File: src/rtl/img_geometry_pkg.sv
package img_geometry_pkg;

    //////////////////////////////
    // Frame size
    //////////////////////////////

    localparam int img_width  = 240;   // Pixels per line
    localparam int img_height = 176;   // Lines per frame

    localparam int pixel_count = img_width * img_height;   // 42240

    //////////////////////////////
    // Transmit buffer size
    //////////////////////////////

    // Eight edge bits per byte, width divides evenly
    localparam int bytes_per_row   = img_width / 8;
    localparam int edge_byte_count = bytes_per_row * img_height;   // 5280

    //////////////////////////////
    // Address and index types
    //////////////////////////////

    // Frame buffer address, 42240 entries
    typedef logic [15:0] pix_addr_t;

    // Transmit buffer address, 5280 entries
    typedef logic [12:0] edge_addr_t;

    typedef logic [7:0] col_t;   // 0 to 239
    typedef logic [7:0] row_t;   // 0 to 175

endpackage

File: src/rtl/pixel_pkg.sv
package pixel_pkg;

    //////////////////////////////
    // Pixel data types
    //////////////////////////////

    // Red 23:16, green 15:8, blue 7:0
    typedef logic [23:0] rgb_t;

    typedef logic [7:0] gray_t;

    // Absolute difference of two gray values
    typedef logic [7:0] grad_t;

    // Row plus column gradient, one extra bit for the carry
    typedef logic [8:0] grad_sum_t;

    // Leftmost pixel of the group sits in bit 7
    typedef logic [7:0] edge_byte_t;

    //////////////////////////////
    // Edge decision
    //////////////////////////////

    localparam grad_sum_t edge_threshold = 9'd64;   // Edge when sum is above this

    //////////////////////////////
    // Scanner FSM
    //////////////////////////////

    typedef enum logic [1:0] {
        scan_idle,
        scan_read,
        scan_drain
    } scan_state_t;

endpackage

File: src/rtl/edge_packer.sv
`timescale 1ns/1ps

module edge_packer (
    input  logic                         clk,
    input  logic                         reset,
    input  logic                         row_valid,
    input  pixel_pkg::grad_t             row_grad,
    input  logic                         col_valid,
    input  pixel_pkg::grad_t             col_grad,

    // Transmit buffer write
    output logic                         tx_we,
    output img_geometry_pkg::edge_addr_t tx_addr,
    output pixel_pkg::edge_byte_t        tx_data,
    output logic                         frame_tick
);

    localparam img_geometry_pkg::edge_addr_t last_addr =
        img_geometry_pkg::edge_addr_t'(img_geometry_pkg::edge_byte_count - 1);

    logic                         take_pix;
    logic                         edge_bit;
    pixel_pkg::grad_sum_t         grad_sum;
    pixel_pkg::edge_byte_t        shift_reg;
    pixel_pkg::edge_byte_t        next_byte;
    logic [2:0]                   bit_cnt;
    img_geometry_pkg::edge_addr_t addr_cnt;

    assign take_pix  = row_valid & col_valid;
    assign grad_sum  = {1'b0, row_grad} + {1'b0, col_grad};
    assign edge_bit  = (grad_sum > pixel_pkg::edge_threshold);
    assign next_byte = {shift_reg[6:0], edge_bit};   // First pixel ends in bit 7

    //////////////////////////////
    // Bit packing
    //////////////////////////////

    always_ff @(posedge clk) begin
        if (reset) begin
            bit_cnt  <= '0;
            addr_cnt <= '0;
            tx_we    <= 1'b0;
        end else begin
            tx_we <= 1'b0;
            if (take_pix) begin
                bit_cnt <= bit_cnt + 1'b1;   // Wraps after eight pixels
                if (bit_cnt == 3'd7) begin
                    tx_we    <= 1'b1;
                    addr_cnt <= (addr_cnt == last_addr) ? '0 : addr_cnt + 1'b1;
                end
            end
        end
    end

    always_ff @(posedge clk) begin
        if (take_pix) begin
            shift_reg <= next_byte;
            if (bit_cnt == 3'd7) begin
                tx_data <= next_byte;
                tx_addr <= addr_cnt;
            end
        end
    end

    // One cycle after the final byte of the frame
    always_ff @(posedge clk) begin
        if (reset) begin
            frame_tick <= 1'b0;
        end else begin
            frame_tick <= tx_we && (tx_addr == last_addr);
        end
    end

endmodule

File: config.mk
export PLATFORM = sky130hd
export DESIGN_NAME = edge_packer
export DESIGN_NICKNAME = d
export VERILOG_FILES = /design/src/rtl/img_geometry_pkg.sv /design/src/rtl/pixel_pkg.sv /design/src/rtl/edge_packer.sv
export SDC_FILE = /design/constraint.sdc
export NUM_CORES = 1
export LEC_CHECK = 0
export ABC_AREA = 1
export BUFFER_PORTS_ARGS = -buffer_cell sky130_fd_sc_hd__buf_2
export CAP_MARGIN = 20
export CORE_MARGIN = 2
export CORE_UTILIZATION = 40
export DETAILED_ROUTE_END_ITERATION = 16
export PLACE_DENSITY = 0.68
export SLEW_MARGIN = 0
export SYNTH_ARGS = -nofsm -noshare
export SYNTH_HDL_FRONTEND = slang
export SYNTH_SLANG_ARGS = --single-unit
File: constraint.sdc
create_clock -name clk -period 2.5 [get_ports clk]
set_input_delay 0.375 -clock clk [delete_from_list [all_inputs] [get_ports clk]]
set_output_delay 0.375 -clock clk [all_outputs]
set_load 0.01 [all_outputs]
==> flow_summary.yaml <==
status:
  status: "complete, no violations"
die:
  die_w_um: 77.8
  core-area_sq_um: 5170
  die_h_um: 77.8
  die-area_sq_um: 6050
  fp-row-count: 26
  start_util: 0.421
  num_io_pins: 43
placement:
  portBuffers: 42
  dp_slack_ps: 393
  place_area_sq_um: 2480
  dp_hpwl_um: 2900
  place_congestion: 0.836
sta:
  max_freq_mhz: 562
  tns_ps: 0
  slew_headroom: 0.699
  hold_violations: 0
  fin_skew_ps: 3.21
  rsz0062_at_grt: "no"
  tightestPinTransition_ps: 450
  fin_crit_ps: 1780
  setup_viol: 0
  layout_setup_ws_ps: 721
  slew_violations: 0
  timing.final.crit_share: 0.712
finish:
  drive_gt1_frac: 0.198
  fillers: 500
  reg.largest.list: "addr_cnt x13, tx_addr x13, tx_data x8"
  design_area_sq_um: 2590
  regArea_sq_um: 1200
  fin_util: 0.500
  syn2layout_area_growth_pct: 18.9
  multiInputGateArea_sq_um: 856
  fin_nets: 319
  diodes: 0
logic_synthesis:
  synth_seq_cells: 46
  syn_area_sq_um: 2180
  synthCells: 237
  yosys_warnings: 0
  synth_area_per_cell_sq_um: 9.19
  yosysSeqAreaShare: 0.552
  syn-num-nets: 269
  synth.distinct_cells: 25
setup_path:
  end_kind: "flip-flop"
  crit_start: "row_grad[0]"
  r2r_end: "addr_cnt[5]"
  critPathKind: "in2reg"
  r2r-start: "bit_cnt[0]"
  critPathLaunchType: "primary input"
  cp_data_arrival_time_ps: 1830
  crit_path_max_fanout: 2
  critPathRequiredTime_ps: 2550
  rr_worst_depth: 9
  reg2reg_slack_ps: 790
routing:
  wirelength_um: 3770
  drc: 0
  wl_per_cell_um: 10.5
  drt_iter0_markers: 72
  ant_nets: 0
  viasPerCell: 4.59
  vias: 1645
  drt_pre_antenna_iters: 4
global_route:
  antenna_found_initial: 0
  grt_use_total: 0.136
  grt_max_degree: 24
  grt_pass1_vias: 1555
  grt_pass1_wl_um: 6560
  overflow: 0
hold_path:
  hp-class: "in2reg"
  min_to: "addr_cnt[8]"
  worstHoldPathCells: 2
  min_from: "reset"
clocking:
  htree_levels: 2
  clock-sinks: 46
  clk_latency_ps: 290
  cts_root_buffer: "clkbuf_8"
  cts-resized-gates: 0
  clk_path_buf_depth: 2
  numCtsBuffers: 5
  path_clk_slew_ps: 80
  cts_hold_buf: 0
  cts_setup_buffers: 0
  cts_tree: "built"
power:
  p_leak_nw: 1.16
  p_per_area_nw_per_um2: 565
  peakVddDrop_mv: 0.234
run:
  drv_cap: 0
metrics by stage:
| stage | total power (W) | hold slack, ps | cells |
|---|---|---|---|
| after floorplan | 0.000920 | 400 | 237 |
| after global placement | 0.000954 | 405 | 350 |
| after detailed placement | 0.000957 | 419 | 350 |
| after CTS | 0.00148 | 323 | 358 |
| after global routing | 0.00152 | 339 | 358 |
| final | 0.00146 | 327 | 358 |
Yosys cell counts:
| cell type | count | area [sq um] |
|---|---|---|
| nand3_1 | 14 | 70.1 |
| nand2_2 | 1 | 6.26 |
| nand3b_1 | 4 | 30.0 |
| xnor2_1 | 1 | 8.76 |
| or2_2 | 1 | 6.26 |
| fa_1 | 1 | 20.0 |
| nor2_1 | 39 | 146 |
| inv_2 | 1 | 3.75 |
| o21bai_1 | 1 | 7.51 |
| nand2_4 | 1 | 11.3 |
| nand4_1 | 6 | 37.5 |
| dfxtp_1 | 18 | 360 |
| a21oi_1 | 6 | 30.0 |
| nor4_1 | 2 | 12.5 |
| inv_1 | 31 | 116 |
| o21ai_0 | 5 | 25.0 |
| nor2_8 | 1 | 20.0 |
| nor2_2 | 1 | 6.26 |
| nor3_1 | 5 | 25.0 |
| edfxtp_1 | 28 | 841 |
| nand2_1 | 53 | 199 |
| nor2_4 | 2 | 22.5 |
| ha_1 | 11 | 138 |
| xor2_1 | 3 | 26.3 |
| o211ai_1 | 1 | 7.51 |
logic make-up (layout without fill, tap and decap cells):
family / Yosys count / in the layout / share of synthesized area
simple gates: 130 / 130 / 0.272
compound gates: 13 / 13 / 0.0322
flops: 46 / 46 / 0.552
xor+xnor: 4 / 4 / 0.0161
fa+ha+maj: 12 / 12 / 0.0724
buf+inv: 32 / 83 / 0.0552
worst max path at each step:
| stage | to | slack [ps] |
|---|---|---|
| finish | shift_reg[0] | 720 |
| global route | tx_data[0] | 620 |
| CTS | shift_reg[0] | 710 |
| detailed placement | tx_data[0] | 390 |
| global placement | tx_data[0] | 430 |
| floorplan | shift_reg[0] | 590 |
worst max-delay path: stages:
cell     delay (ps)
buf_2           100
ha_1            220
fa_1            420
or2_2           300
nor2_1          100
nand3_1          80
nor2_1           90
nand2_1          50
nand2_1          50
nand2_1          50
placed cells by master (no fill, tap or decap), drive strengths merged, types with 2 or more instances in the layout:
cell / n
o21ai: 5
xor2: 3
a21oi: 6
dfxtp: 18
buf: 43
edfxtp: 28
nor4: 2
inv: 32
nand2: 55
ha: 11
nand4: 6
nor2: 43
clkbuf: 7
nand3: 14
nand3b: 4
nor3: 5
where the power goes:
group | switching (W) | internal (W) | leakage, nW
Sequential | 0.00000448 | 0.000808 | 0.411
Clock | 0.000226 | 0.000299 | 0.0524
Combinational | 0.0000738 | 0.0000522 | 0.701
Total | 0.000304 | 0.00116 | 1.16
layer usage:
layer | wire length [um] | up-vias | share of wire | track usage
li1 | - | 874 | - | -
met2 | 1790 | 36 | 0.47 | 0.223
met3 | 140 | 8 | 0.037 | 0.0314
met4 | 74 | 0 | 0.020 | 0.0643
met1 | 1770 | 727 | 0.47 | 0.168
met5 | 0 | - | 0 | 0
area by class of cell:
cell class	count	share of cell area
Sequential cell	46	0.464
Clock inverter	1	0.0116
Inverter	32	0.0464
Tap cell	70	0.0338
Timing Repair Buffer	43	0.0841
Clock buffer	7	0.0295
Multi-Input combinational cell	159	0.331
Note: power is estimated with default switching activity, not from simulation.
