$ cat config.mk
export PLATFORM = sky130hd
export DESIGN_NAME = column_gradient
export DESIGN_NICKNAME = d
export VERILOG_FILES = /design/src/rtl/img_geometry_pkg.sv /design/src/rtl/pixel_pkg.sv /design/src/rtl/column_gradient.sv
export SDC_FILE = /design/constraint.sdc
export NUM_CORES = 2
export LEC_CHECK = 0
export BUFFER_PORTS_ARGS = -buffer_cell sky130_fd_sc_hd__buf_2
export CAP_MARGIN = 15
export CORE_MARGIN = 1.5
export CORE_UTILIZATION = 55
export CTS_BUF_LIST = sky130_fd_sc_hd__clkbuf_8
export CTS_CLUSTER_SIZE = 28
export DETAILED_ROUTE_END_ITERATION = 16
export PLACE_DENSITY_LB_ADDON = 0.05
export REMOVE_ABC_BUFFERS = 1
export SYNTH_ARGS = -nofsm -noshare
export SYNTH_HDL_FRONTEND = slang
export SYNTH_SLANG_ARGS = --single-unit
$ cat constraint.sdc
create_clock -name clk -period 10.41 [get_ports clk]
set_clock_uncertainty 0.2 [all_clocks]
set_input_delay 0 -clock clk [delete_from_list [all_inputs] [get_ports clk]]
set_output_delay 0 -clock clk [all_outputs]
set_load 0.02 [all_outputs]
$ cat src/rtl/img_geometry_pkg.sv
package img_geometry_pkg;

    //////////////////////////////
    // Frame size
    //////////////////////////////

    localparam int img_width  = 240;   // Pixels per line
    localparam int img_height = 176;   // Lines per frame

    localparam int pixel_count = img_width * img_height;   // 42240

    //////////////////////////////
    // Transmit buffer size
    //////////////////////////////

    // Eight edge bits per byte, width divides evenly
    localparam int bytes_per_row   = img_width / 8;
    localparam int edge_byte_count = bytes_per_row * img_height;   // 5280

    //////////////////////////////
    // Address and index types
    //////////////////////////////

    // Frame buffer address, 42240 entries
    typedef logic [15:0] pix_addr_t;

    // Transmit buffer address, 5280 entries
    typedef logic [12:0] edge_addr_t;

    typedef logic [7:0] col_t;   // 0 to 239
    typedef logic [7:0] row_t;   // 0 to 175

endpackage

$ cat src/rtl/pixel_pkg.sv
package pixel_pkg;

    //////////////////////////////
    // Pixel data types
    //////////////////////////////

    // Red 23:16, green 15:8, blue 7:0
    typedef logic [23:0] rgb_t;

    typedef logic [7:0] gray_t;

    // Absolute difference of two gray values
    typedef logic [7:0] grad_t;

    // Row plus column gradient, one extra bit for the carry
    typedef logic [8:0] grad_sum_t;

    // Leftmost pixel of the group sits in bit 7
    typedef logic [7:0] edge_byte_t;

    //////////////////////////////
    // Edge decision
    //////////////////////////////

    localparam grad_sum_t edge_threshold = 9'd64;   // Edge when sum is above this

    //////////////////////////////
    // Scanner FSM
    //////////////////////////////

    typedef enum logic [1:0] {
        scan_idle,
        scan_read,
        scan_drain
    } scan_state_t;

endpackage

$ cat src/rtl/column_gradient.sv
`timescale 1ns/1ps

module column_gradient (
    input  logic             clk,
    input  logic             reset,
    input  logic             gray_valid,
    input  pixel_pkg::gray_t gray,
    input  logic             first_col,
    input  logic             first_row,
    output logic             col_valid,
    output pixel_pkg::grad_t col_grad
);

    //////////////////////////////
    // Line buffer
    //////////////////////////////

    pixel_pkg::gray_t line_mem [0:img_geometry_pkg::img_width-1];

    img_geometry_pkg::col_t col_ptr;
    img_geometry_pkg::col_t line_idx;
    pixel_pkg::gray_t       above;
    pixel_pkg::grad_t       abs_diff;

    // Restart at column 0 on every new line
    assign line_idx = first_col ? '0 : col_ptr;
    assign above    = line_mem[line_idx];

    assign abs_diff = (gray > above) ? (gray - above) : (above - gray);

    always_ff @(posedge clk) begin
        if (reset) begin
            col_ptr <= '0;
        end else if (gray_valid) begin
            col_ptr <= line_idx + 1'b1;
        end
    end

    // Read old row value, replace with current pixel
    always_ff @(posedge clk) begin
        if (gray_valid) begin
            line_mem[line_idx] <= gray;
        end
    end

    //////////////////////////////
    // Output stage
    //////////////////////////////

    always_ff @(posedge clk) begin
        if (reset) begin
            col_valid <= 1'b0;
        end else begin
            col_valid <= gray_valid;
        end
    end

    always_ff @(posedge clk) begin
        if (gray_valid) begin
            col_grad <= first_row ? '0 : abs_diff;   // Nothing above row 0
        end
    end

endmodule

==> out/qor.csv <==
metric;value;unit
VDD IR max;0.129;mV
Worst EP required;10.94;ns
total global routing track utilization;32.0;%
data arrival at the endpoint of the critical path;8.78;ns
final period demand of the worst path;8.25;ns
Final Setup Violations;0;
cts repair resizes;0;
slowest stage cell, crit path;sky130_fd_sc_hd__o21ai_0;
path type of the worst setup path;register to register;
Residual DRC;0;
CTS tree;yes;
mean cell area of the mapped netlist;14.6;µm²
vias per std cell;6.44;
core footprint;142000;µm²
overflow left after global routing;0;
most frequently used cell type in the post-synthesis netlist;sky130_fd_sc_hd__edfxtp_1;
static power due to leakage;26.9;nW
synth cell count leaders;sky130_fd_sc_hd__edfxtp_1 (1928), sky130_fd_sc_hd__nand2_1 (578), sky130_fd_sc_hd__nor2b_1 (466), sky130_fd_sc_hd__a211oi_1 (364), sky130_fd_sc_hd__nor2_1 (288);
die width;381;µm
IO buf count;21;
wl on met1;95800;µm
final-report max-slew violation count;0;
top_reg_cell synth;sky130_fd_sc_hd__edfxtp_1;
post-synthesis instance area;78500;µm²
cell taking the most area after synthesis;sky130_fd_sc_hd__edfxtp_1;
routed wl met2;108000;µm
largest net degree at the start of global routing;192;
CTS buffer count;329;
number of antenna violations at the first check in global routing;17;
Max-Cap Viols;0;
startpoint type of the worst setup path;register;
synthesized instance count;5357;
via count of the first global-routing pass;46516;
number of distinct library cells after synthesis;61;
global-route wire length before repair;334000;µm
element type at the critical path end;register;
Yosys reg bits;1937;
Site Rows;138;
final estimated routing congestion in global placement;0.887;
share of the yosys chip area belonging to registers;74.0;%
Slew @ Worst Pin;1.25;ns
outcome;complete, no violations;
worst slew margin relative to its limit;16.3;%
routed length per instance;31.0;µm
Peak Freq;0.121;GHz
final HPWL from detailed placement;131000;µm
DIE AREA;145000;µm²
Async SR Flop Fraction;0;%
TritonRoute pass-1 iters;6;
Root Buffer;sky130_fd_sc_hd__clkbuf_8;
initial core utilization;55.4;%
CP peak stage delay;0.95;ns
y dimension of the die;381;µm
number of warnings printed during yosys synthesis;0;
number of H-tree branching levels;5;
power per standard cell area;177;nW/µm²
smallest hold slack;0.403;ns
register clock-pin slew on the reported worst setup and hold paths;0.07;ns
setup tns final;0;ns
DR top layer;met5;
top area cells in the synthesized netlist;sky130_fd_sc_hd__edfxtp_1 (74%), sky130_fd_sc_hd__nor2b_1 (3.7%), sky130_fd_sc_hd__a211oi_1 (3.5%);
met3 routed wirelength;22000;µm
total number of vias;48581;
kind of cell adding the most delay to the critical path;compound AO/OA/AOI/OAI gates;
number of nets with antenna violations after detailed routing;0;
aggregate routed wire length;234000;µm
fraction of final layout cells with drive strength greater than 1;9.42;%
CTS Buffer Depth;4;
final-report hold violation count;0;
EDFF count, synth;1928;
# nets final;5463;
maximum fanout along the worst path;119;
fraction of synthesized cell area taken by the top area cell type;73.8;%
Clock Sink Count;1937;
synth-to-layout area growth;9.55;%
most frequent cell on the critical path;sky130_fd_sc_hd__a31oi_1;
unrepaired setup endpoints after global routing;false;
Top-Level Pins;22;
ordered list of cells on the worst path;nor2b_4, buf_12, nand2_1, a31oi_1, o22ai_1, o21ai_0, nand4_1, nor4_1, ha_1, inv_1, fa_1, a21oi_1, o311ai_1, o41ai_4, a2111oi_0, a31oi_1, xnor2_1, dlygate4sd3_1, nor2_1;
final clock period utilization by the worst path;79.3;%
HP Class;register to register;
number of buffers and inverters on the critical path;3;
insertion delay to the later sink of the worst-skew pair;1.02;ns
number of violations reported at the end of detailed-routing iteration 0;5780;
-- sequential cells by signal, indices dropped and copies added (netlist names) --
name	cells
col_ptr	8
line_mem	1920
col_valid	1
col_grad	8
-- worst reg2reg max path: cells and delay by family, from the launching register on --
family                     cells  cell delay (ns)
buffers and inverters          3             1.16
DFF                            1             0.87
AOI/OAI and AO/OA              8             2.73
xor gates and xnor gates       1             0.14
adders and majority gates      2             0.68
and+or+nand+nor                5             2.17
-- layout make-up --
cell class | instances | area [µm²]
Sequential cell | 1937 | 58100
Fill cell | 10891 | 55600
Multi-Input combinational cell | 2986 | 18400
Clock buffer | 338 | 4650
Tap cell | 1890 | 2360
Timing Repair Buffer | 159 | 1620
Clock inverter | 203 | 797
Inverter | 16 | 75.1
Antenna cell | 11 | 27.5
-- what timing repair did --
item,in CTS,in global routing
buffers inserted,0,0
endpoints found under the hold margin,1454,0
hold buffers,35,0
-- report_power, final --
| part | internal [mW] | switching, mW | leakage (nW) |
|---|---|---|---|
| registers | 8.59 | 0.0150 | 17.4 |
| logic | 0.189 | 0.517 | 6.23 |
| clock network | 2.97 | 2.95 | 3.22 |
| total | 11.7 | 3.48 | 26.9 |
-- path summary, 6_finish.rpt --
path | depth (start not counted) | start | endpoint | slack (ns)
worst min register to register | 2 | col_ptr[4]$_SDFFE_PP0P_ | col_ptr[4]$_SDFFE_PP0P_ | 0.40
worst max register to register | 19 | col_ptr[0]$_SDFFE_PP0P_ | col_grad[7]$_SDFFCE_PP0P_ | 2.16
worst min-delay path | 2 | col_ptr[4]$_SDFFE_PP0P_ | col_ptr[4]$_SDFFE_PP0P_ | 0.40
worst max-delay path | 19 | col_ptr[0]$_SDFFE_PP0P_ | col_grad[7]$_SDFFCE_PP0P_ | 2.16
-- per-layer routing --
metal,global-route usage (%),vias up
li1,-,21041
met1,45.1,24688
met2,49.1,2444
met3,7.22,402
met4,11.6,6
met5,0,-
-- logic make-up (layout without fill, tap and decap cells) --
| family | count (synthesis) | count (layout) | synth area share [%] |
|---|---|---|---|
| compound gates | 1286 | 1286 | 11.2 |
| xor+xnor | 7 | 7 | 0.0781 |
| fa+ha+maj | 21 | 21 | 0.354 |
| buf+inv | 434 | 716 | 2.79 |
| flops | 1937 | 1937 | 74.0 |
| mux | 155 | 155 | 1.98 |
| other cells | 0 | 11 | 0 |
| simple gates | 1517 | 1517 | 9.56 |
-- cell usage in the layout, fill, tap and decap left out, types with 14 or more instances in the layout --
cell and n:
sky130_fd_sc_hd__edfxtp_1 1928, sky130_fd_sc_hd__nand2_1 578, sky130_fd_sc_hd__nor2b_1 464, sky130_fd_sc_hd__a211oi_1 364, sky130_fd_sc_hd__clkbuf_8 341, sky130_fd_sc_hd__nor2_1 286, sky130_fd_sc_hd__a31oi_1 273, sky130_fd_sc_hd__a2111oi_0 179
sky130_fd_sc_hd__mux2i_1 154, sky130_fd_sc_hd__a21oi_1 150, sky130_fd_sc_hd__inv_1 127, sky130_fd_sc_hd__o21ai_0 121, sky130_fd_sc_hd__o22ai_1 116, sky130_fd_sc_hd__buf_4 88, sky130_fd_sc_hd__and3b_1 69, sky130_fd_sc_hd__clkinv_1 66
sky130_fd_sc_hd__a41oi_1 52, sky130_fd_sc_hd__dlygate4sd3_1 27, sky130_fd_sc_hd__nand4_1 25, sky130_fd_sc_hd__clkinv_2 22, sky130_fd_sc_hd__ha_1 19, sky130_fd_sc_hd__buf_12 17, sky130_fd_sc_hd__nand3_1 16, sky130_fd_sc_hd__nand3_2 14
-- per-stage QoR --
step           cell area (µm²)  total power [mW]  std cells  util [%]  worst slack [ns]
2_1_floorplan            76400              9.23       4939         -            -29.72
3_3_place_gp             80000              9.43       6952      56.5              2.70
3_5_place_dp             80000              9.43       6952      56.5              2.77
4_1_cts                  85900              15.3       7528      60.7              2.33
5_1_grt                  86000              15.7       7531      60.7              1.89
6_report                 86000              15.2       7540      60.7              2.16
No activity file was read; power rests on OpenSTA's default activity.
