$ cat src/rtl/pixel_pkg.sv
package pixel_pkg;

    //////////////////////////////
    // Pixel data types
    //////////////////////////////

    // Red 23:16, green 15:8, blue 7:0
    typedef logic [23:0] rgb_t;

    typedef logic [7:0] gray_t;

    // Absolute difference of two gray values
    typedef logic [7:0] grad_t;

    // Row plus column gradient, one extra bit for the carry
    typedef logic [8:0] grad_sum_t;

    // Leftmost pixel of the group sits in bit 7
    typedef logic [7:0] edge_byte_t;

    //////////////////////////////
    // Edge decision
    //////////////////////////////

    localparam grad_sum_t edge_threshold = 9'd64;   // Edge when sum is above this

    //////////////////////////////
    // Scanner FSM
    //////////////////////////////

    typedef enum logic [1:0] {
        scan_idle,
        scan_read,
        scan_drain
    } scan_state_t;

endpackage

$ cat src/rtl/row_gradient.sv
`timescale 1ns/1ps

module row_gradient (
    input  logic             clk,
    input  logic             reset,
    input  logic             gray_valid,
    input  pixel_pkg::gray_t gray,
    input  logic             first_col,
    output logic             row_valid,
    output pixel_pkg::grad_t row_grad
);

    pixel_pkg::gray_t prev_gray;   // Left neighbour
    pixel_pkg::grad_t abs_diff;

    assign abs_diff = (gray > prev_gray) ? (gray - prev_gray) : (prev_gray - gray);

    always_ff @(posedge clk) begin
        if (reset) begin
            row_valid <= 1'b0;
        end else begin
            row_valid <= gray_valid;
        end
    end

    always_ff @(posedge clk) begin
        if (gray_valid) begin
            prev_gray <= gray;
            // No left neighbour at the start of a line
            if (first_col) begin
                row_grad <= '0;
            end else begin
                row_grad <= abs_diff;
            end
        end
    end

endmodule

$ cat config.mk
export PLATFORM = sky130hd
export DESIGN_NAME = row_gradient
export DESIGN_NICKNAME = d
export VERILOG_FILES = /design/src/rtl/pixel_pkg.sv /design/src/rtl/row_gradient.sv
export SDC_FILE = /design/constraint.sdc
export NUM_CORES = 1
export LEC_CHECK = 0
export BUFFER_PORTS_ARGS = -buffer_cell sky130_fd_sc_hd__buf_2
export CORE_UTILIZATION = 51
export DETAILED_ROUTE_END_ITERATION = 12
export PLACE_DENSITY = 0.76
export SYNTH_ARGS = -nofsm -noshare
export SYNTH_HDL_FRONTEND = slang
export SYNTH_SLANG_ARGS = --single-unit
$ cat constraint.sdc
create_clock -name clk -period 2.55 [get_ports clk]
set_clock_uncertainty 0.05 [all_clocks]
set_input_delay 0.51 -clock clk [delete_from_list [all_inputs] [get_ports clk]]
set_output_delay 0.51 -clock clk [all_outputs]
set_load 0.005 [all_outputs]
==> metrics, run 1 <==
WL final 2650 um; initial antenna violation count 0; final worst-path cycle share 92.3%; CTS tree built; final setup fails 0; pwr dens 492 mW/mm^2; H-tree levels 1; NumNets Final 200; Synth cell types 43; area of the multi-input gates 758 sq um; Final Util 63.2%; Req. time, crit path 2.56 ns; Slew @ Worst Pin 0.497 ns; global routing usage on met2 36.6%; IO buf count 20; clk slew on worst S/H paths 0.10 ns; Syn Nets 169; largest net degree at the start of global routing 19; minimum clock period after layout 2.35 ns; Synth area leader edfxtp_1; vias in the first global route 1041; Clock Tree Buf Depth 2; Antenna Nets Post-Route 0; grt met3 use 3.67%; #FFs+latches synth 17; Synth top area share 35.1%; Ys Warns 0; drt wl/cell 13.2 um; worst skew pair latency 0.30 ns; Sink Count 17; hold bufs inserted after CTS 0; post-DP HPWL 2080 um; Die Y 53.8 um; clock root cell clkbuf_4; sequential power share 44.7%; DRT Pass-1 Iters 4; Synth-to-Final Area Change 15.6%; Worst path max stage delay 0.40 ns; GR peak layer met2; Die X 53.8 um; layout cells sized above 1 24.7%; sequential share of the synthesized area 36.6%; kind of critical path reg -> reg; WP data arrival 2.36 ns; DRC 0; vias per cell 5.59; endpoints failing hold 0; status finished, final reports clean; CTS buffer count 3; CP Cell Sequence ha_1 -> fa_1 -> nand3b_1 -> a21oi_1 -> o21a_2 -> nor3_1 -> a311o_1; Syn Inst Count 140; net load switching power 0.247 mW; Core ar. 0.00250 sq mm; critical path launch point type flop; R2R depth 7; peak supply drop 0.290 mV; power share of the combinational group 36.0%; mapped cell area 0.00137 sq mm; full die area 0.00289 sq mm; Main synth FF type edfxtp_1; Clock power frac 19.3%; hold-critical path depth 2; FMAX 425 MHz; met1 global-route usage 27.9%; Max-Cap Viols 0; first-pass GRT wire length 4460 um; internal power 0.531 mW; RSZ-0062 raised after global routing false; hold crit path type in -> reg; GRT Total Usage 21.7%; GPL Wtd Cong 0.885; Crit. End Element flop; FF+latch area 500 sq um; Syn Area/Cell 9.77 sq um; Initial DRC Count 21; io pins 21; total number of vias 1118; grt total ovfl 0; Filler cells 207; Rel. slew slack 66.6%; setup TNS 0 ns; Diodes inserted 0; top cells by area, synth edfxtp_1 35%, ha_1 14%, inv_1 4.4%; crit-path max FO 10; num rows 18; Switching Fraction 31.8%; Max stage delay cell, worst path edfxtp_1; Async S/R FF share, synth 0%; Initial Util 54.7%; Max Slew Vio Count 0; Leak Pwr 0.757 nW; Post-synth EDFFs 16
cell usage in the layout, fill, tap and decap left out, drive strengths merged, types with 2 or more instances in the layout:
cell and n:
or4 3, and2 2, clkbuf 4, fa 2, nand2b 2, ha 15, nor2b 2, or3 2
a21o 5, a311o 4, a211oi 3, edfxtp 16, o21a 2, buf 33, nor2 8, inv 16
nand4 3, or2 2, a21oi 10, o21ai 8, nor3 4, nand2 8, nand3b 2
power groups by stage:
stage	clock network, mW	logic, mW	registers (mW)
after global placement	0	0.269	0.353
after detailed placement	0	0.277	0.354
after floorplan	0	0.184	0.357
final	0.150	0.280	0.348
after CTS	0.159	0.278	0.348
after global routing	0.166	0.314	0.352
per-stage QoR:
stage	total power [mW]	worst slack (ns)	hold WS [ns]	cells	instance area (sq um)
after global routing	0.832	0.0589	0.296	200	1580
after global placement	0.622	-0.0950	0.615	196	1550
after CTS	0.785	0.0998	0.291	200	1580
after floorplan	0.540	0.0228	0.532	140	1370
after detailed placement	0.631	-0.162	0.619	196	1550
final	0.778	0.195	0.296	200	1580
state kept, by name, indices dropped and copies added, names as in the netlist:
signal	cells
row_grad	8
prev_gray	8
row_valid	1
worst max-delay path, delay by kind of cell (launching register included):
| kind | cells | cell delay [ns] |
|---|---|---|
| flops | 1 | 0.40 |
| simple gates | 2 | 0.28 |
| fa+ha+maj | 2 | 0.61 |
| compound gates | 3 | 0.77 |
layer usage:
metal  wire, um  part of all wire (%)
met1       1270                    48
met2       1220                    46
met3        120                   4.5
met4         32                   1.2
met5          0                     0
worst paths after layout:
kind / start / end / slack (ns)
min reg2reg: prev_gray[0]$_DFFE_PP_ / row_grad[0]$_SDFFCE_PP0P_ / 0.67
min: reset / row_valid$_SDFF_PP0_ / 0.30
max reg2reg: prev_gray[0]$_DFFE_PP_ / row_grad[7]$_SDFFCE_PP0P_ / 0.20
max: prev_gray[0]$_DFFE_PP_ / row_grad[7]$_SDFFCE_PP0P_ / 0.20
what timing repair did:
item / in CTS / in global routing
resized for setup: 0 / 1
buffers inserted: 0 / 0
setup endpoints to repair: 0 / 3
cell usage after synthesis (3+ instances only):
| cell | n |
|---|---|
| a21oi_1 | 9 |
| edfxtp_1 | 16 |
| ha_1 | 15 |
| nand4_1 | 3 |
| inv_1 | 16 |
| o21ai_1 | 3 |
| o21ai_0 | 5 |
| a311o_1 | 4 |
| nand2_1 | 8 |
| a21o_1 | 5 |
| nor3_1 | 4 |
| nor2_1 | 8 |
kinds of logic (layout without fill, tap and decap cells):
group / after synthesis / after routing / share of synthesized area (%)
AND/OR/NAND/NOR: 43 / 43 / 17.7
adder cells (fa/ha/maj): 17 / 17 / 16.7
AO/OA/AOI/OAI: 40 / 40 / 21.0
flip-flops: 17 / 17 / 36.6
buffers and inverters: 23 / 53 / 8.05
layout make-up:
cell class	instances	share of cell area, %
multi-input cells	100	48.0
flip-flops and latches	17	31.7
repair buffers	33	12.5
well taps	30	2.38
clock buffers	4	1.66
inverters	16	3.80
Power figures use the tool's default switching activity.
==> run 2, diff against run 1 <==
- SETUP_SLACK_MARGIN: unset -> 0.4
==> metrics, run 2 (same netlist as run 1, synthesis figures left out) <==
status finished, final reports clean (unchanged); reg2reg end row_grad[6]$_SDFFCE_PP0P_ (was row_grad[7]$_SDFFCE_PP0P_); H-tree levels 1 (unchanged); Req. time, crit path 2.67 ns (was 2.56 ns); Synth-to-Final Area Change 30.0% (was 15.6%); hold_sp reset (unchanged); worst skew pair latency 0.32 ns (was 0.30 ns); CTS tree built (unchanged); num rows 18 (unchanged); Reg2Reg Setup Slack 0.30 ns (was 0.20 ns); FMAX 444 MHz (was 425 MHz); IO buf count 20 (unchanged); CP Cell Sequence ha_4 -> buf_4 -> nand4_1 -> a21oi_4 -> buf_6 -> o21a_4 -> or4_4 -> o211ai_2 (was ha_1 -> fa_1 -> nand3b_1 -> a21oi_1 -> o21a_2 -> nor3_1 -> a311o_1); Final Util 71.1% (was 63.2%); Slew @ Worst Pin 0.400 ns (was 0.497 ns); Initial DRC Count 69 (was 21); Filler cells 160 (was 207); Die Y 53.8 um (unchanged); Core ar. 0.00250 sq mm (unchanged); FF+latch area 500 sq um (unchanged); DRC 0 (unchanged); total number of vias 1235 (was 1118); WL final 3490 um (was 2650 um); minimum clock period after layout 2.25 ns (was 2.35 ns); CTS buffer count 3 (unchanged); Clock Tree Buf Depth 2 (unchanged); Hold Path Sink row_valid$_SDFF_PP0_ (unchanged); Power Total 0.871 mW (was 0.778 mW); FF-to-FF Start prev_gray[6]$_DFFE_PP_ (was prev_gray[0]$_DFFE_PP_); initial antenna violation count 0 (unchanged); Worst path max stage delay 0.53 ns (was 0.40 ns); DP Area 0.00156 sq mm (was 0.00155 sq mm); vias per cell 6.08 (was 5.59); RSZ-0062 raised after global routing true (was false); io pins 21 (unchanged); Max Slew Vio Count 0 (unchanged); commonest non-fill, non-tap cells in the layout 20 x buf_2, 16 x edfxtp_1, 15 x inv_1, 13 x buf_4 (was 20 x buf_2, 16 x inv_1, 16 x edfxtp_1, 15 x ha_1, 13 x buf_4); vias in the first global route 1221 (was 1041); Max-Cap Viols 0 (unchanged); Initial Util 54.7% (unchanged); NumNets Final 203 (was 200); final worst-path cycle share 88.2% (was 92.3%); final setup fails 0 (unchanged); WP data arrival 2.37 ns (was 2.36 ns); post-DP HPWL 2320 um (was 2080 um); Antenna Nets Post-Route 0 (unchanged); hold bufs inserted after CTS 0 (unchanged); crit-path max FO 5 (was 10); most common cell after layout, fill and taps aside buf_2 (unchanged); post-place setup slack -0.113 ns (was -0.162 ns); clk slew on worst S/H paths 0.12 ns (was 0.10 ns); Crit. End Element flop (unchanged); first-pass GRT wire length 5620 um (was 4460 um); hold crit path type in -> reg (unchanged); Die X 53.8 um (unchanged); hold-critical path depth 2 (unchanged); GPL Wtd Cong 0.960 (was 0.885); Regs by FF count prev_gray (8), row_grad (8), row_valid (1) (unchanged); endpoints failing hold 0 (unchanged); grt total ovfl 0 (unchanged); Diodes inserted 0 (unchanged); largest net degree at the start of global routing 19 (unchanged); GRT Total Usage 27.7% (was 21.7%); clock root cell clkbuf_4 (unchanged); critical path launch point type flop (unchanged); layout cells sized above 1 39.3% (was 24.7%); area of the multi-input gates 925 sq um (was 758 sq um); peak supply drop 0.390 mV (was 0.290 mV); Sink Count 17 (unchanged); Rel. slew slack 73.3% (was 66.6%); Leak Pwr 0.787 nW (was 0.757 nW); DRT Pass-1 Iters 4 (unchanged); full die area 0.00289 sq mm (unchanged); pwr dens 490 mW/mm^2 (was 492 mW/mm^2); fin area 0.00178 sq mm (was 0.00158 sq mm); R2R depth 8 (was 7); drt wl/cell 17.2 um (was 13.2 um); kind of critical path reg -> reg (unchanged); setup ws final 0.300 ns (was 0.195 ns); Max stage delay cell, worst path or4_4 (was edfxtp_1)
[run 2: changes by cell type in the layout (fill, tap and decap cells not counted), sizes merged]
cell	delta
o21a	+1
buf	+2
clkbuf	-1
clkinv	+1
[run 2: stage by stage]
step | hold WS, ns | TNS, ns | std cells
2_1_floorplan | 0.532 | 0 | 140
3_3_place_gp | 0.615 | -0.122 | 192
3_5_place_dp | 0.622 | -0.462 | 192
4_1_cts | 0.289 | 0 | 201
5_1_grt | 0.297 | 0 | 203
6_report | 0.281 | 0 | 203
[run 2: area by class of cell]
cell class	instances	share of cell area, %
multi-input cells	101	52.0
flip-flops and latches	17	28.1
repair buffers	35	12.4
inverters	16	3.80
well taps	30	2.11
clock buffers	3	1.27
clock inverters	1	0.281
[run 2: repair_timing]
item / in CTS / in global routing
setup buffers: 4 / 2
hold endpoints to repair: 0 / 0
resized for setup: 18 / 8
setup endpoints to repair: 7 / 7
pin swaps: 11 / 3
cloned: 1 / 0
[run 2: critical path: cells and delay by family (launching register included)]
kind	cells	cell delay [ns]
and+or+nand+nor	2	0.69
DFF	1	0.47
AOI/OAI and AO/OA	3	0.37
buffers and inverters	2	0.26
adders and majority gates	1	0.25
[run 2: report_power, final]
| part | internal (mW) | total (mW) | leakage [nW] | switching, mW |
|---|---|---|---|---|
| Clock | 0.0587 | 0.161 | 0.0177 | 0.103 |
| Sequential | 0.339 | 0.351 | 0.169 | 0.0118 |
| Combinational | 0.169 | 0.359 | 0.600 | 0.190 |
[run 2: how the worst max path moves through the flow]
stage | start | to | slack, ns | cells after the start
final | prev_gray[6]$_DFFE_PP_ | row_grad[6]$_SDFFCE_PP0P_ | 0.30 | 8
after global routing | prev_gray[0]$_DFFE_PP_ | row_grad[1]$_SDFFCE_PP0P_ | 0.24 | 7
after CTS | prev_gray[0]$_DFFE_PP_ | row_grad[3]$_SDFFCE_PP0P_ | 0.36 | 7
after detailed placement | gray[0] | row_grad[4]$_SDFFCE_PP0P_ | -0.11 | 8
after global placement | gray[0] | row_grad[7]$_SDFFCE_PP0P_ | -0.05 | 9
after floorplan | gray[0] | row_grad[5]$_SDFFCE_PP0P_ | 0.20 | 9
[run 2: per-layer routing]
layer  vias up  track usage (%)  routed length, um
met5         -                0                  0
met4         0             13.6                 92
met3        13             3.39                211
met2        70             47.5               1720
met1       574             33.9               1460
li1        578                -                  -
