## src/rtl/img_geometry_pkg.sv

```systemverilog
package img_geometry_pkg;

    //////////////////////////////
    // Frame size
    //////////////////////////////

    localparam int img_width  = 240;   // Pixels per line
    localparam int img_height = 176;   // Lines per frame

    localparam int pixel_count = img_width * img_height;   // 42240

    //////////////////////////////
    // Transmit buffer size
    //////////////////////////////

    // Eight edge bits per byte, width divides evenly
    localparam int bytes_per_row   = img_width / 8;
    localparam int edge_byte_count = bytes_per_row * img_height;   // 5280

    //////////////////////////////
    // Address and index types
    //////////////////////////////

    // Frame buffer address, 42240 entries
    typedef logic [15:0] pix_addr_t;

    // Transmit buffer address, 5280 entries
    typedef logic [12:0] edge_addr_t;

    typedef logic [7:0] col_t;   // 0 to 239
    typedef logic [7:0] row_t;   // 0 to 175

endpackage

```

## src/rtl/pixel_pkg.sv

```systemverilog
package pixel_pkg;

    //////////////////////////////
    // Pixel data types
    //////////////////////////////

    // Red 23:16, green 15:8, blue 7:0
    typedef logic [23:0] rgb_t;

    typedef logic [7:0] gray_t;

    // Absolute difference of two gray values
    typedef logic [7:0] grad_t;

    // Row plus column gradient, one extra bit for the carry
    typedef logic [8:0] grad_sum_t;

    // Leftmost pixel of the group sits in bit 7
    typedef logic [7:0] edge_byte_t;

    //////////////////////////////
    // Edge decision
    //////////////////////////////

    localparam grad_sum_t edge_threshold = 9'd64;   // Edge when sum is above this

    //////////////////////////////
    // Scanner FSM
    //////////////////////////////

    typedef enum logic [1:0] {
        scan_idle,
        scan_read,
        scan_drain
    } scan_state_t;

endpackage

```

## src/rtl/frame_scanner.sv

```systemverilog
`timescale 1ns/1ps

module frame_scanner (
    input  logic                        clk,
    input  logic                        reset,
    input  logic                        frame_done,

    // Frame buffer read
    output logic                        scan_oe,
    output img_geometry_pkg::pix_addr_t scan_addr,
    input  pixel_pkg::rgb_t             scan_data,

    // Gray stream
    output logic                        gray_valid,
    output pixel_pkg::gray_t            gray,
    output logic                        first_col,
    output logic                        first_row
);

    pixel_pkg::scan_state_t state;
    img_geometry_pkg::col_t col_cnt;
    img_geometry_pkg::row_t row_cnt;

    logic [9:0] gray_sum;   // r + 2g + b, up to 1020

    //////////////////////////////
    // Read sequencer
    //////////////////////////////

    assign scan_oe = (state == pixel_pkg::scan_read);

    always_ff @(posedge clk) begin
        if (reset) begin
            state     <= pixel_pkg::scan_idle;
            scan_addr <= '0;
            col_cnt   <= '0;
            row_cnt   <= '0;
        end else begin
            case (state)
                pixel_pkg::scan_idle: begin
                    if (frame_done) begin   // Start a new raster pass
                        state     <= pixel_pkg::scan_read;
                        scan_addr <= '0;
                        col_cnt   <= '0;
                        row_cnt   <= '0;
                    end
                end
                pixel_pkg::scan_read: begin
                    if (scan_addr == img_geometry_pkg::pix_addr_t'(
                            img_geometry_pkg::pixel_count - 1)) begin
                        state <= pixel_pkg::scan_drain;
                    end else begin
                        scan_addr <= scan_addr + 1'b1;
                    end
                    if (col_cnt == img_geometry_pkg::col_t'(img_geometry_pkg::img_width - 1)) begin
                        col_cnt <= '0;
                        row_cnt <= row_cnt + 1'b1;
                    end else begin
                        col_cnt <= col_cnt + 1'b1;
                    end
                end
                // Last read data lands here
                pixel_pkg::scan_drain: state <= pixel_pkg::scan_idle;
                default:               state <= pixel_pkg::scan_idle;
            endcase
        end
    end

    //////////////////////////////
    // Align with read latency
    //////////////////////////////

    always_ff @(posedge clk) begin
        if (reset) begin
            gray_valid <= 1'b0;
        end else begin
            gray_valid <= scan_oe;
        end
    end

    always_ff @(posedge clk) begin
        first_col <= (col_cnt == '0);
        first_row <= (row_cnt == '0);
    end

    // Gray = (r + 2g + b) / 4, truncated
    assign gray_sum = {2'b00, scan_data[23:16]} + {1'b0, scan_data[15:8], 1'b0}
                    + {2'b00, scan_data[7:0]};
    assign gray = gray_sum[9:2];

endmodule

```

## config.mk

```make
export PLATFORM = sky130hd
export DESIGN_NAME = frame_scanner
export DESIGN_NICKNAME = d
export VERILOG_FILES = /design/src/rtl/img_geometry_pkg.sv /design/src/rtl/pixel_pkg.sv /design/src/rtl/frame_scanner.sv
export SDC_FILE = /design/constraint.sdc
export NUM_CORES = 1
export LEC_CHECK = 0
export BUFFER_PORTS_ARGS = -buffer_cell sky130_fd_sc_hd__buf_4
export CAP_MARGIN = 20
export CORE_MARGIN = 2
export CORE_UTILIZATION = 48
export DETAILED_ROUTE_END_ITERATION = 10
export GPL_ROUTABILITY_DRIVEN = 0
export GPL_TIMING_DRIVEN = 0
export PLACE_DENSITY = 0.85
export REMOVE_ABC_BUFFERS = 1
export SYNTH_ARGS = -nofsm -noshare
export SYNTH_HDL_FRONTEND = slang
export SYNTH_SLANG_ARGS = --single-unit
```

## constraint.sdc

```tcl
create_clock -name clk -period 2.2 [get_ports clk]
set_input_delay 0.11 -clock clk [delete_from_list [all_inputs] [get_ports clk]]
set_output_delay 0.11 -clock clk [all_outputs]
set_load 0.1 [all_outputs]
```

==> results of run 1 <==
## synth_stat cells (3+ instances only)
library cell and instances:
and3_1 7, nor2b_1 3, nor2_1 35, nand4_1 5
inv_1 10, and2_1 3, a21oi_1 17, xnor2_1 8
o21ai_0 12, xor2_1 5, fa_1 8, nor4_1 5
nor3_1 7, clkbuf_1 3, nand2b_1 3, a31oi_1 8
dfxtp_1 37, ha_1 12, o31ai_1 3, a21o_1 3
nand3_1 11, a311oi_1 5, buf_2 4, nand2_1 16
## layout make-up
class,instances,area share
inverters,10,0.0126
repair buffers,57,0.155
well taps,54,0.0227
clock inverters,1,0.00168
clock buffers,7,0.0324
multi-input cells,207,0.526
flip-flops and latches,37,0.249
## per-layer routing
layer  vias to the layer above  part of all wire
met5                         -                 0
met4                         0             0.018
met3                        10             0.065
met2                        91              0.52
met1                      1035              0.40
li1                       1066                 -
## path summary, 6_finish.rpt
| kind | startpoint | endpoint | cells past startpoint |
|---|---|---|---|
| worst max-delay path | scan_data[18] | gray[6] | 9 |
| worst min-delay path | reset | row_cnt[1] | 2 |
| worst max register to register | state[0] | scan_addr[12] | 6 |
| worst min register to register | scan_addr[11] | scan_addr[11] | 1 |
## timing repair
item                       in CTS  in global routing
gates resized for setup        21                  6
buffers inserted                2                  1
setup endpoints to repair       8                 13
pin swaps                      10                  1
cloned                          0                  0
## worst max-delay path, delay by kind of cell
kind	cells	cell delay [ns]
adder cells (fa/ha/maj)	2	0.83
AO/OA/AOI/OAI	3	0.64
XOR/XNOR	1	0.19
AND/OR/NAND/NOR	1	0.21
buffers and inverters	2	0.34
## metrics by stage
step	hold WS [ns]	setup WS (ns)	util	total power, uW
floorplan	0.179	-1.92	-	1410
global placement	0.441	-0.471	0.584	1600
detailed placement	0.448	-0.590	0.584	1610
CTS	0.134	-0.273	0.628	2220
global route	0.151	-0.297	0.635	2320
finish	0.137	-0.235	0.635	2240
## power by group
part | switching (uW) | total [uW] | internal (uW)
sequential | 9.60 | 689 | 680
combinational | 723 | 1020 | 300
clock | 246 | 530 | 283
## sequential cells by signal (all words and copies together), names as in the netlist
name and cells:
scan_addr 16, col_cnt 8, row_cnt 8, state 2, first_col 1, first_row 1
gray_valid 1
## kinds of logic after synthesis
family / after synthesis
adders and majority gates: 20
buffers and inverters: 18
xor gates and xnor gates: 13
DFF: 37
and+or+nand+nor: 107
muxes: 2
AOI/OAI and AO/OA: 65
==> metrics.md, run 1 <==
| Metric | Value |
|---|---|
| Outcome | finished with violations |
| Failing checks | setup timing |
| CTS tree | yes |
| Mapped Area | 0.00231 sq mm |
| Asr flop ratio synth | 0 |
| Remaining antenna violation count after routing | 0 |
| Most frequent cells in the layout | buf_4 (51), dfxtp_1 (37), nor2_1 (34) |
| CP Data Arrival Time | 2.33 ns |
| Simple-Gate Fraction of Synth Area | 0.251 |
| Post-synthesis compound-gate area fraction | 0.200 |
| Synth cell types | 52 |
| Worst-Margin Slew | about 0.54 ns |
| GR peak layer | met2 |
| Final Hold Violating Endpoints | 0 |
| Clk buf depth | 2 |
| Clock sinks | 37 |
| Nature of the critical path endpoint | output pin |
| Port Buffer Count | 54 |
| RSZ-0062 raised after global routing | true |
| Yosys top cell by area | dfxtp_1 |
| Clock skew | roughly 0.0026 ns |
| Routing usage on met1 | 0.253 |
| Mux share of post-synthesis cell area | 0.00921 |
| Worst EP required | approximately 2.1 ns |
| Placed cell areas | roughly 0.0027 sq mm |
| Max-Cap Viols | 0 |
| Nets | 365 |
| Worst skew pair latency | 0.29 ns |
| Peak VDD IR | around 0.00045 V |
| Avg Vias per Cell | 5.90 |
| Pins Over Slew Limit | 0 |
| Setup total negative slack | -0.784 ns |
| Setup-failing EPs final | 4 |
| Warnings from Yosys | 0 |
| Synth Flop Type | dfxtp_1 |
| Seq/Total Area, Yosys | 0.321 |
| Total CTS buffers | 5 |
| Number of cell rows | 25 |
| Post-synth top area share | 0.321 |
| Leading cell type in the layout, fill and taps excluded | buf_4 |
| First-pass GRT wire length | approximately 9.2 mm |
| Sequential cell area | approximately 740 sq um |
| Synth Instances | 262 |
| Max_slew headroom | 0.639 |
| WS Path Type | input pin to output pin |
| Worst path cell trace | buf_6, fa_2, ha_4, and4b_1, o2111a_1, a2111oi_4, a21oi_2, xor2_1, buf_6 |
| Max Freq | between 0.4 and 0.5 GHz |
| Share of cells above drive strength 1 | 0.292 |
| Hold crit path type | input pin to register |
| Clk slew on worst S/H paths | approximately 0.07 ns |
| DP Wirelength | a little over 4 mm |
| Initial drt markers | 57 |
| Yosys reg bits | 37 |
| Met2 Use GR | 0.404 |
| # diodes | 0 |
| Power per cell area | about 750 mW/mm^2 |
| H-tree depth | 2 |
| Io pins | 55 |
| DRC violations left | 0 |
| Die Span X | 73.4 um |
| CP Launch Type | input pin |
| PnR worst setup slack | -0.235 ns |
| Most common cell on crit path | buf_6 |
| Finished Layout Cells | 373 |
| CP Max Fanout | 2 |
| Remaining Overflow, GRT | 0 |
| Initial antenna violation count | 0 |
| Main combinational cell family by area after synthesis | simple AND/OR/NAND/NOR gates |
| Pin count of the biggest net entering global routing | 21 |
| XOR/XNOR Fraction of Synth Area | 0.0493 |
| Multi-input gate area | approximately 0.0016 sq mm |
| Post-placement cell count | roughly 360 |
| # fillers | approximately 390 |
| Core ar. | 0.00469 sq mm |
| Syn_area_per_cell | between 8 and 9 sq um |
| CP max stage delay | between 0.6 and 0.7 ns |
| Die area | approximately 0.0054 sq mm |
| Total routed wirelength | 5.68 mm |
| Fin crit period | ~2.4 ns |
| # hold bufs at CTS | 0 |
| GRT Util Overall | 0.220 |
| Area growth from synthesis to layout | 29.0% |
| Leakage | between 0.001 and 0.0015 uW |
| Slowest CP cell | fa_2 |
| Met3 usage | 0.0398 |
| Design area | about 0.0030 sq mm |
| Routed wire per std cell | around 15 um |
| Pre-antenna DRT Iters | 5 |
| Synth area leaders | dfxtp_1 (32%), fa_1 (6.9%), ha_1 (6.5%), nor2_1 (5.7%), a21oi_1 (3.7%) |
| Initial Util | 0.492 |
| Synth Area in Adders | 0.134 |
| Flop2flop setup slack | around 0.22 ns |
| Number of global-route vias before repair | between 2000 and 2500 |
| Crit share post-route | 1.11 |
| Chip height | roughly 73 um |
| EDFF count, synth | 0 |
| Root buffer cell | clkbuf_8 |
| Routed vias | between 2000 and 2500 |
No activity file was read; power rests on OpenSTA's default activity.
==> run 2: changes to the inputs <==
--- a/config.mk
+++ b/config.mk
@@ -7,12 +7,14 @@
 export LEC_CHECK = 0
 export BUFFER_PORTS_ARGS = -buffer_cell sky130_fd_sc_hd__buf_4
 export CAP_MARGIN = 20
+export CELL_PAD_IN_SITES_DETAIL_PLACEMENT = 1
+export CELL_PAD_IN_SITES_GLOBAL_PLACEMENT = 2
 export CORE_MARGIN = 2
-export CORE_UTILIZATION = 48
+export CORE_UTILIZATION = 29
 export DETAILED_ROUTE_END_ITERATION = 10
 export GPL_ROUTABILITY_DRIVEN = 0
 export GPL_TIMING_DRIVEN = 0
-export PLACE_DENSITY = 0.85
+export PLACE_DENSITY = 0.86
 export REMOVE_ABC_BUFFERS = 1
 export SYNTH_ARGS = -nofsm -noshare
 export SYNTH_HDL_FRONTEND = slang
==> run 2 against run 1 <==
- the flow still finishes with violations (setup timing)
- largest power group unchanged
- total power increased by 0.53%
- critical path depth increased by 2
- worst hold slack improved by 0.027 ns
- sequential power about the same
- worst setup slack got worse by 0.0047 ns
- clock power decreased by 12%
- non-clock buffer count increased by 2
- die area increased by 62%
- global-route usage decreased by 7.4 points
- clock-buffer cell count decreased by 1
- final area increased by 3.2%
==> metrics.md, run 2 (synthesis results as in run 1) <==
| Metric | Value |
|---|---|
| Final Hold Violating Endpoints | 0 |
| Io pins | between 50 and 60 |
| Number of cell rows | 32 |
| Initial drt markers | 52 |
| CP Data Arrival Time | ~2.3 ns |
| Leakage | around 0.0012 uW |
| Max Freq | between 0.4 and 0.5 GHz |
| GRT Util Overall | 0.147 |
| Max_slew headroom | 0.655 |
| Area growth from synthesis to layout | 33.1% |
| Clk buf depth | 2 |
| Worst skew pair latency | 0.29 ns |
| Port Buffer Count | between 50 and 60 |
| Reg with most FFs | scan_addr |
| Initial antenna violation count | 0 |
| RSZ-0062 raised after global routing | true |
| Worst r2r path cells | 6 |
| Die area | 0.00869 sq mm |
| CTS tree | yes |
| DRC violations left | 0 |
| Core ar. | ~0.0077 sq mm |
| PnR worst setup slack | -0.240 ns |
| FF-to-FF Start | state[0] |
| Power per cell area | 733 mW/mm^2 |
| Worst-Margin Slew | roughly 0.52 ns |
| H-tree depth | 2 |
| Leading cell type in the layout, fill and taps excluded | buf_4 |
| Peak VDD IR | 0.000320 V |
| Fin crit period | about 2.4 ns |
| Crit path from | scan_data[8] |
| Multi-input gate area | about 0.0016 sq mm |
| Nets | between 300 and 400 |
| Pins Over Slew Limit | 0 |
| First-pass GRT wire length | between 10 and 15 mm |
| Outcome | finished with violations |
| # hold bufs at CTS | 0 |
| Nature of the critical path endpoint | output pin |
| Remaining Overflow, GRT | 0 |
| Registers with the most flip-flops | scan_addr: 16 flops, col_cnt: 8 flops, row_cnt: 8 flops |
| Root buffer cell | clkbuf_8 |
| Most frequent cells in the layout | buf_4 (52), dfxtp_1 (37), nor2_1 (34) |
| CP Launch Type | input pin |
| Worst setup endpoint | gray[5] |
| Largest register FFs | 16 |
| Setup-failing EPs final | 4 |
| DP Wirelength | approximately 4.5 mm |
| Clock sinks | 37 |
| R2r endpoint | scan_addr[15] |
| Clock skew | 0.00838 ns |
| Number of global-route vias before repair | about 2200 |
| # diodes | 0 |
| # fillers | 917 |
| Worst EP required | 2.09 ns |
| Flop2flop setup slack | roughly 0.23 ns |
| Routed vias | between 2000 and 2500 |
| Failing checks | setup timing |
| Chip height | a little over 90 um |
| Clk slew on worst S/H paths | approximately 0.080 ns |
| Pre-antenna DRT Iters | 3 |
| Avg Vias per Cell | 5.12 |
| WS Path Type | input pin to output pin |
| Crit share post-route | 1.11 |
| Fin util | 0.398 |
| Hold crit path type | input pin to register |
| Die Span X | approximately 93 um |
| Pin count of the biggest net entering global routing | 21 |
| Initial Util | 0.299 |
| Total CTS buffers | 5 |
| Max-Cap Viols | 0 |
| CP Max Fanout | 2 |
| Sequential cell area | about 740 sq um |
| Share of cells above drive strength 1 | 0.302 |
| Total routed wirelength | slightly above 6 mm |
| Remaining antenna violation count after routing | 0 |
| PnR Total Power | ~2300 uW |
| Routed wire per std cell | approximately 15 um |
==> run 2: cell count changes in the layout (fill, tap and decap cells not counted), sizes merged <==
cell and change:
clkbuf -1, clkinv +1, buf +2
==> run 2: report_power, final <==
group | switching [uW] | leakage, uW | internal [uW]
combinational | 741 | 0.000892 | 357
clock | 246 | 0.0000450 | 220
sequential | 9.74 | 0.000299 | 680
==> run 2: area by class of cell <==
| cell class | instances | area share |
|---|---|---|
| Timing Repair Buffer | 59 | 0.161 |
| Tap cell | 102 | 0.0415 |
| Multi-Input combinational cell | 207 | 0.517 |
| Sequential cell | 37 | 0.241 |
| Clock buffer | 6 | 0.0236 |
| Clock inverter | 2 | 0.00326 |
| Inverter | 10 | 0.0122 |
==> run 2: critical path, cell delays in order <==
cell      delay (ns)
buf_6           0.07
inv_2           0.03
fa_1            0.57
nor2_2          0.06
fa_2            0.33
a21o_1          0.18
a21oi_2         0.17
nor2b_2         0.07
o31ai_2         0.28
a21boi_2        0.26
buf_12          0.20
==> run 2: how the worst min path moves through the flow <==
stage          slack, ns            to  cells after the start  startpoint
3_3_place_gp        0.45  scan_addr[1]                      2       reset
5_1_grt             0.17  scan_addr[5]                      2       reset
3_5_place_dp        0.46    col_cnt[0]                      2       reset
2_1_floorplan       0.18    row_cnt[1]                      1       reset
4_1_cts             0.15    row_cnt[1]                      2       reset
6_report            0.16    row_cnt[1]                      2       reset
==> run 2: routing by layer <==
layer	up-vias	global-route usage	part of all wire
met4	0	0.0343	0.0095
met5	-	0	0
li1	1067	-	-
met2	49	0.262	0.49
met1	1044	0.181	0.46
met3	7	0.0282	0.042
==> run 2: repair_timing <==
action / 4_1_cts / 5_1_grt
setup buffers: 3 / 2
endpoints found under the setup margin: 10 / 17
pin swaps: 10 / 4
hold endpoints to repair: 0 / 0
resized for setup: 25 / 10
==> run 2: stage by stage <==
stage | area, sq um | hold WS (ns) | TNS, ns | cells | setup WS [ns]
final | 3070 | 0.164 | -0.829 | 423 | -0.240
after floorplan | 2270 | 0.179 | -9.72 | 254 | -1.92
after global placement | 2800 | 0.449 | -1.81 | 410 | -0.468
after global routing | 3070 | 0.169 | -1.17 | 423 | -0.334
after CTS | 3010 | 0.149 | -0.812 | 421 | -0.254
after detailed placement | 2800 | 0.459 | -1.69 | 410 | -0.513
==> run 3: changes to the inputs <==
--- a/config.mk
+++ b/config.mk
@@ -15,7 +15,7 @@
 export GPL_ROUTABILITY_DRIVEN = 0
 export GPL_TIMING_DRIVEN = 0
 export PLACE_DENSITY = 0.86
-export REMOVE_ABC_BUFFERS = 1
+export SLEW_MARGIN = 40
 export SYNTH_ARGS = -nofsm -noshare
 export SYNTH_HDL_FRONTEND = slang
 export SYNTH_SLANG_ARGS = --single-unit
==> run 3 against run 2 <==
- the flow still finishes with violations (setup timing)
- register-to-register slack improved by 0.06 ns
- clock-buffer cell count rose by 2
- critical path depth fell by 1
- first-iteration DRC count rose by 29%
- core utilization rose by 1.5 points
- sequential power barely moved
- flip-flop and latch count did not move
- clock power fell by 0.9%
- worst hold slack improved by 0.13 ns
- largest cell class unchanged
- largest power group unchanged
==> metrics.md, run 3 (synthesis results as in run 1) <==
| Metric | Value |
|---|---|
| Leading cell type in the layout, fill and taps excluded | buf_4 |
| PnR Total Power | around 2400 uW |
| # fillers | 914 |
| Flop2flop setup slack | 0.29 ns |
| Remaining Overflow, GRT | 0 |
| Worst-Margin Slew | between 0.5 and 0.6 ns |
| Initial drt markers | 67 |
| Routed wire per std cell | between 10 and 15 um |
| Worst r2r path cells | 6 |
| DP Wirelength | about 4.8 mm |
| CP Data Arrival Time | between 2 and 2.5 ns |
| Failing checks | setup timing |
| Nets | approximately 380 |
| Setup-failing EPs final | 4 |
| Max_slew headroom | 0.626 |
| Outcome | finished with violations |
| Routed vias | between 2000 and 2500 |
| DRC violations left | 0 |
| GRT Util Overall | 0.151 |
| Chip height | 93.2 um |
| Reg with most FFs | scan_addr |
| PnR worst setup slack | -0.189 ns |
| Crit share post-route | 1.09 |
| RSZ-0062 raised after global routing | true |
| Worst EP required | about 2.1 ns |
| Pin count of the biggest net entering global routing | 11 |
| Pre-antenna DRT Iters | 5 |
| Clk slew on worst S/H paths | 0.07 ns |
| Pins Over Slew Limit | 0 |
| Remaining antenna violation count after routing | 0 |
| Crit path from | scan_data[9] |
| Max Freq | between 0.4 and 0.5 GHz |
| CTS tree | yes |
| Number of global-route vias before repair | 2213 |
| Smallest hold slack | ~0.29 ns |
| WS Path Type | input pin to output pin |
| Area growth from synthesis to layout | 38.2% |
| Core ar. | 0.00773 sq mm |
| Total CTS buffers | 5 |
| CP Max Fanout | 2 |
| Io pins | 55 |
| Power per cell area | 739 mW/mm^2 |
| CP Launch Type | input pin |
| Fin crit period | about 2.4 ns |
| Share of cells above drive strength 1 | 0.318 |
| R2r endpoint | scan_addr[14] |
| Clock skew | 0.00779 ns |
| Root buffer cell | clkbuf_8 |
| Registers with the most flip-flops | scan_addr: 16 flops, col_cnt: 8 flops, row_cnt: 8 flops |
| FF-to-FF Start | scan_addr[0] |
| Die Span X | between 90 and 100 um |
| Leakage | around 0.0013 uW |
| Avg Vias per Cell | 5.02 |
| # diodes | 0 |
| Number of cell rows | 32 |
| Worst setup endpoint | gray[5] |
| # hold bufs at CTS | 0 |
| Initial antenna violation count | 0 |
| Max-Cap Viols | 0 |
| Peak VDD IR | between 0.0003 and 0.0004 V |
| Final Hold Violating Endpoints | 0 |
| Worst skew pair latency | 0.29 ns |
| Hold crit path type | input pin to register |
| Die area | 0.00869 sq mm |
| Initial Util | 0.299 |
| Total routed wirelength | roughly 6.4 mm |
| Fin util | 0.413 |
| Largest register FFs | 16 |
| Most frequent cells in the layout | buf_4 (52), nor2_1 (33), dfxtp_1 (30) |
| Clock sinks | 37 |
| Syn_nets | 309 |
| Nature of the critical path endpoint | output pin |
| Clk buf depth | 2 |
| H-tree depth | 2 |
| First-pass GRT wire length | 10.6 mm |
| Port Buffer Count | 54 |
[run 3: what timing repair did]
action                                  4_1_cts  5_1_grt
setup buffers                                 5        1
endpoints found under the setup margin        5        6
pin swaps                                    13        8
gates resized for setup                      19        4
[run 3: final cells by class]
class	count	area, sq um	share of cell area
inverter	10	37.5	0.0118
tap	102	128	0.0400
buffer	8	42.5	0.0133
timing repair buffer	60	524	0.164
sequential	37	749	0.235
clock buffer	8	80.1	0.0251
multi-input combinational	207	1630	0.510
[run 3: worst min-delay path by stage]
| stage | slack (ns) | startpoint | depth (start not counted) | to |
|---|---|---|---|---|
| 2_1_floorplan | 0.39 | frame_done | 2 | row_cnt[7] |
| 3_3_place_gp | 0.48 | scan_addr[7] | 1 | scan_addr[7] |
| 3_5_place_dp | 0.49 | scan_addr[10] | 1 | scan_addr[10] |
| 4_1_cts | 0.31 | frame_done | 3 | row_cnt[5] |
| 5_1_grt | 0.33 | frame_done | 3 | row_cnt[3] |
| 6_report | 0.29 | frame_done | 3 | row_cnt[7] |
[run 3: worst max-delay path: stages]
cell and delay, ns:
buf_4 0.11, fa_1 0.48, buf_4 0.16, fa_2 0.33, a21o_1 0.18, a21oi_2 0.16
nor2b_2 0.07, o31ai_2 0.25, a21boi_4 0.24, buf_12 0.19
[run 3: metal layers]
| metal | GRT usage | vias up | part of all wire |
|---|---|---|---|
| met5 | 0 | - | 0 |
| met4 | 0.0221 | 0 | 0.0030 |
| met3 | 0.0379 | 2 | 0.026 |
| met2 | 0.266 | 29 | 0.52 |
| met1 | 0.191 | 1049 | 0.45 |
| li1 | - | 1090 | - |
[run 3: per-stage QoR]
stage	instances	setup slack [ns]	instance area [sq um]	TNS (ns)
after CTS	431	-0.252	3160	-0.892
after global routing	432	-0.278	3190	-1.00
after detailed placement	418	-0.509	2970	-1.67
final	432	-0.189	3190	-0.647
after global placement	418	-0.495	2970	-1.57
after floorplan	262	-0.424	2440	-0.858
[run 3: where the power goes]
part	internal [uW]	leakage, uW	switching (uW)
clock network	225	0.0000395	237
registers	680	0.000303	9.94
logic	430	0.000953	776
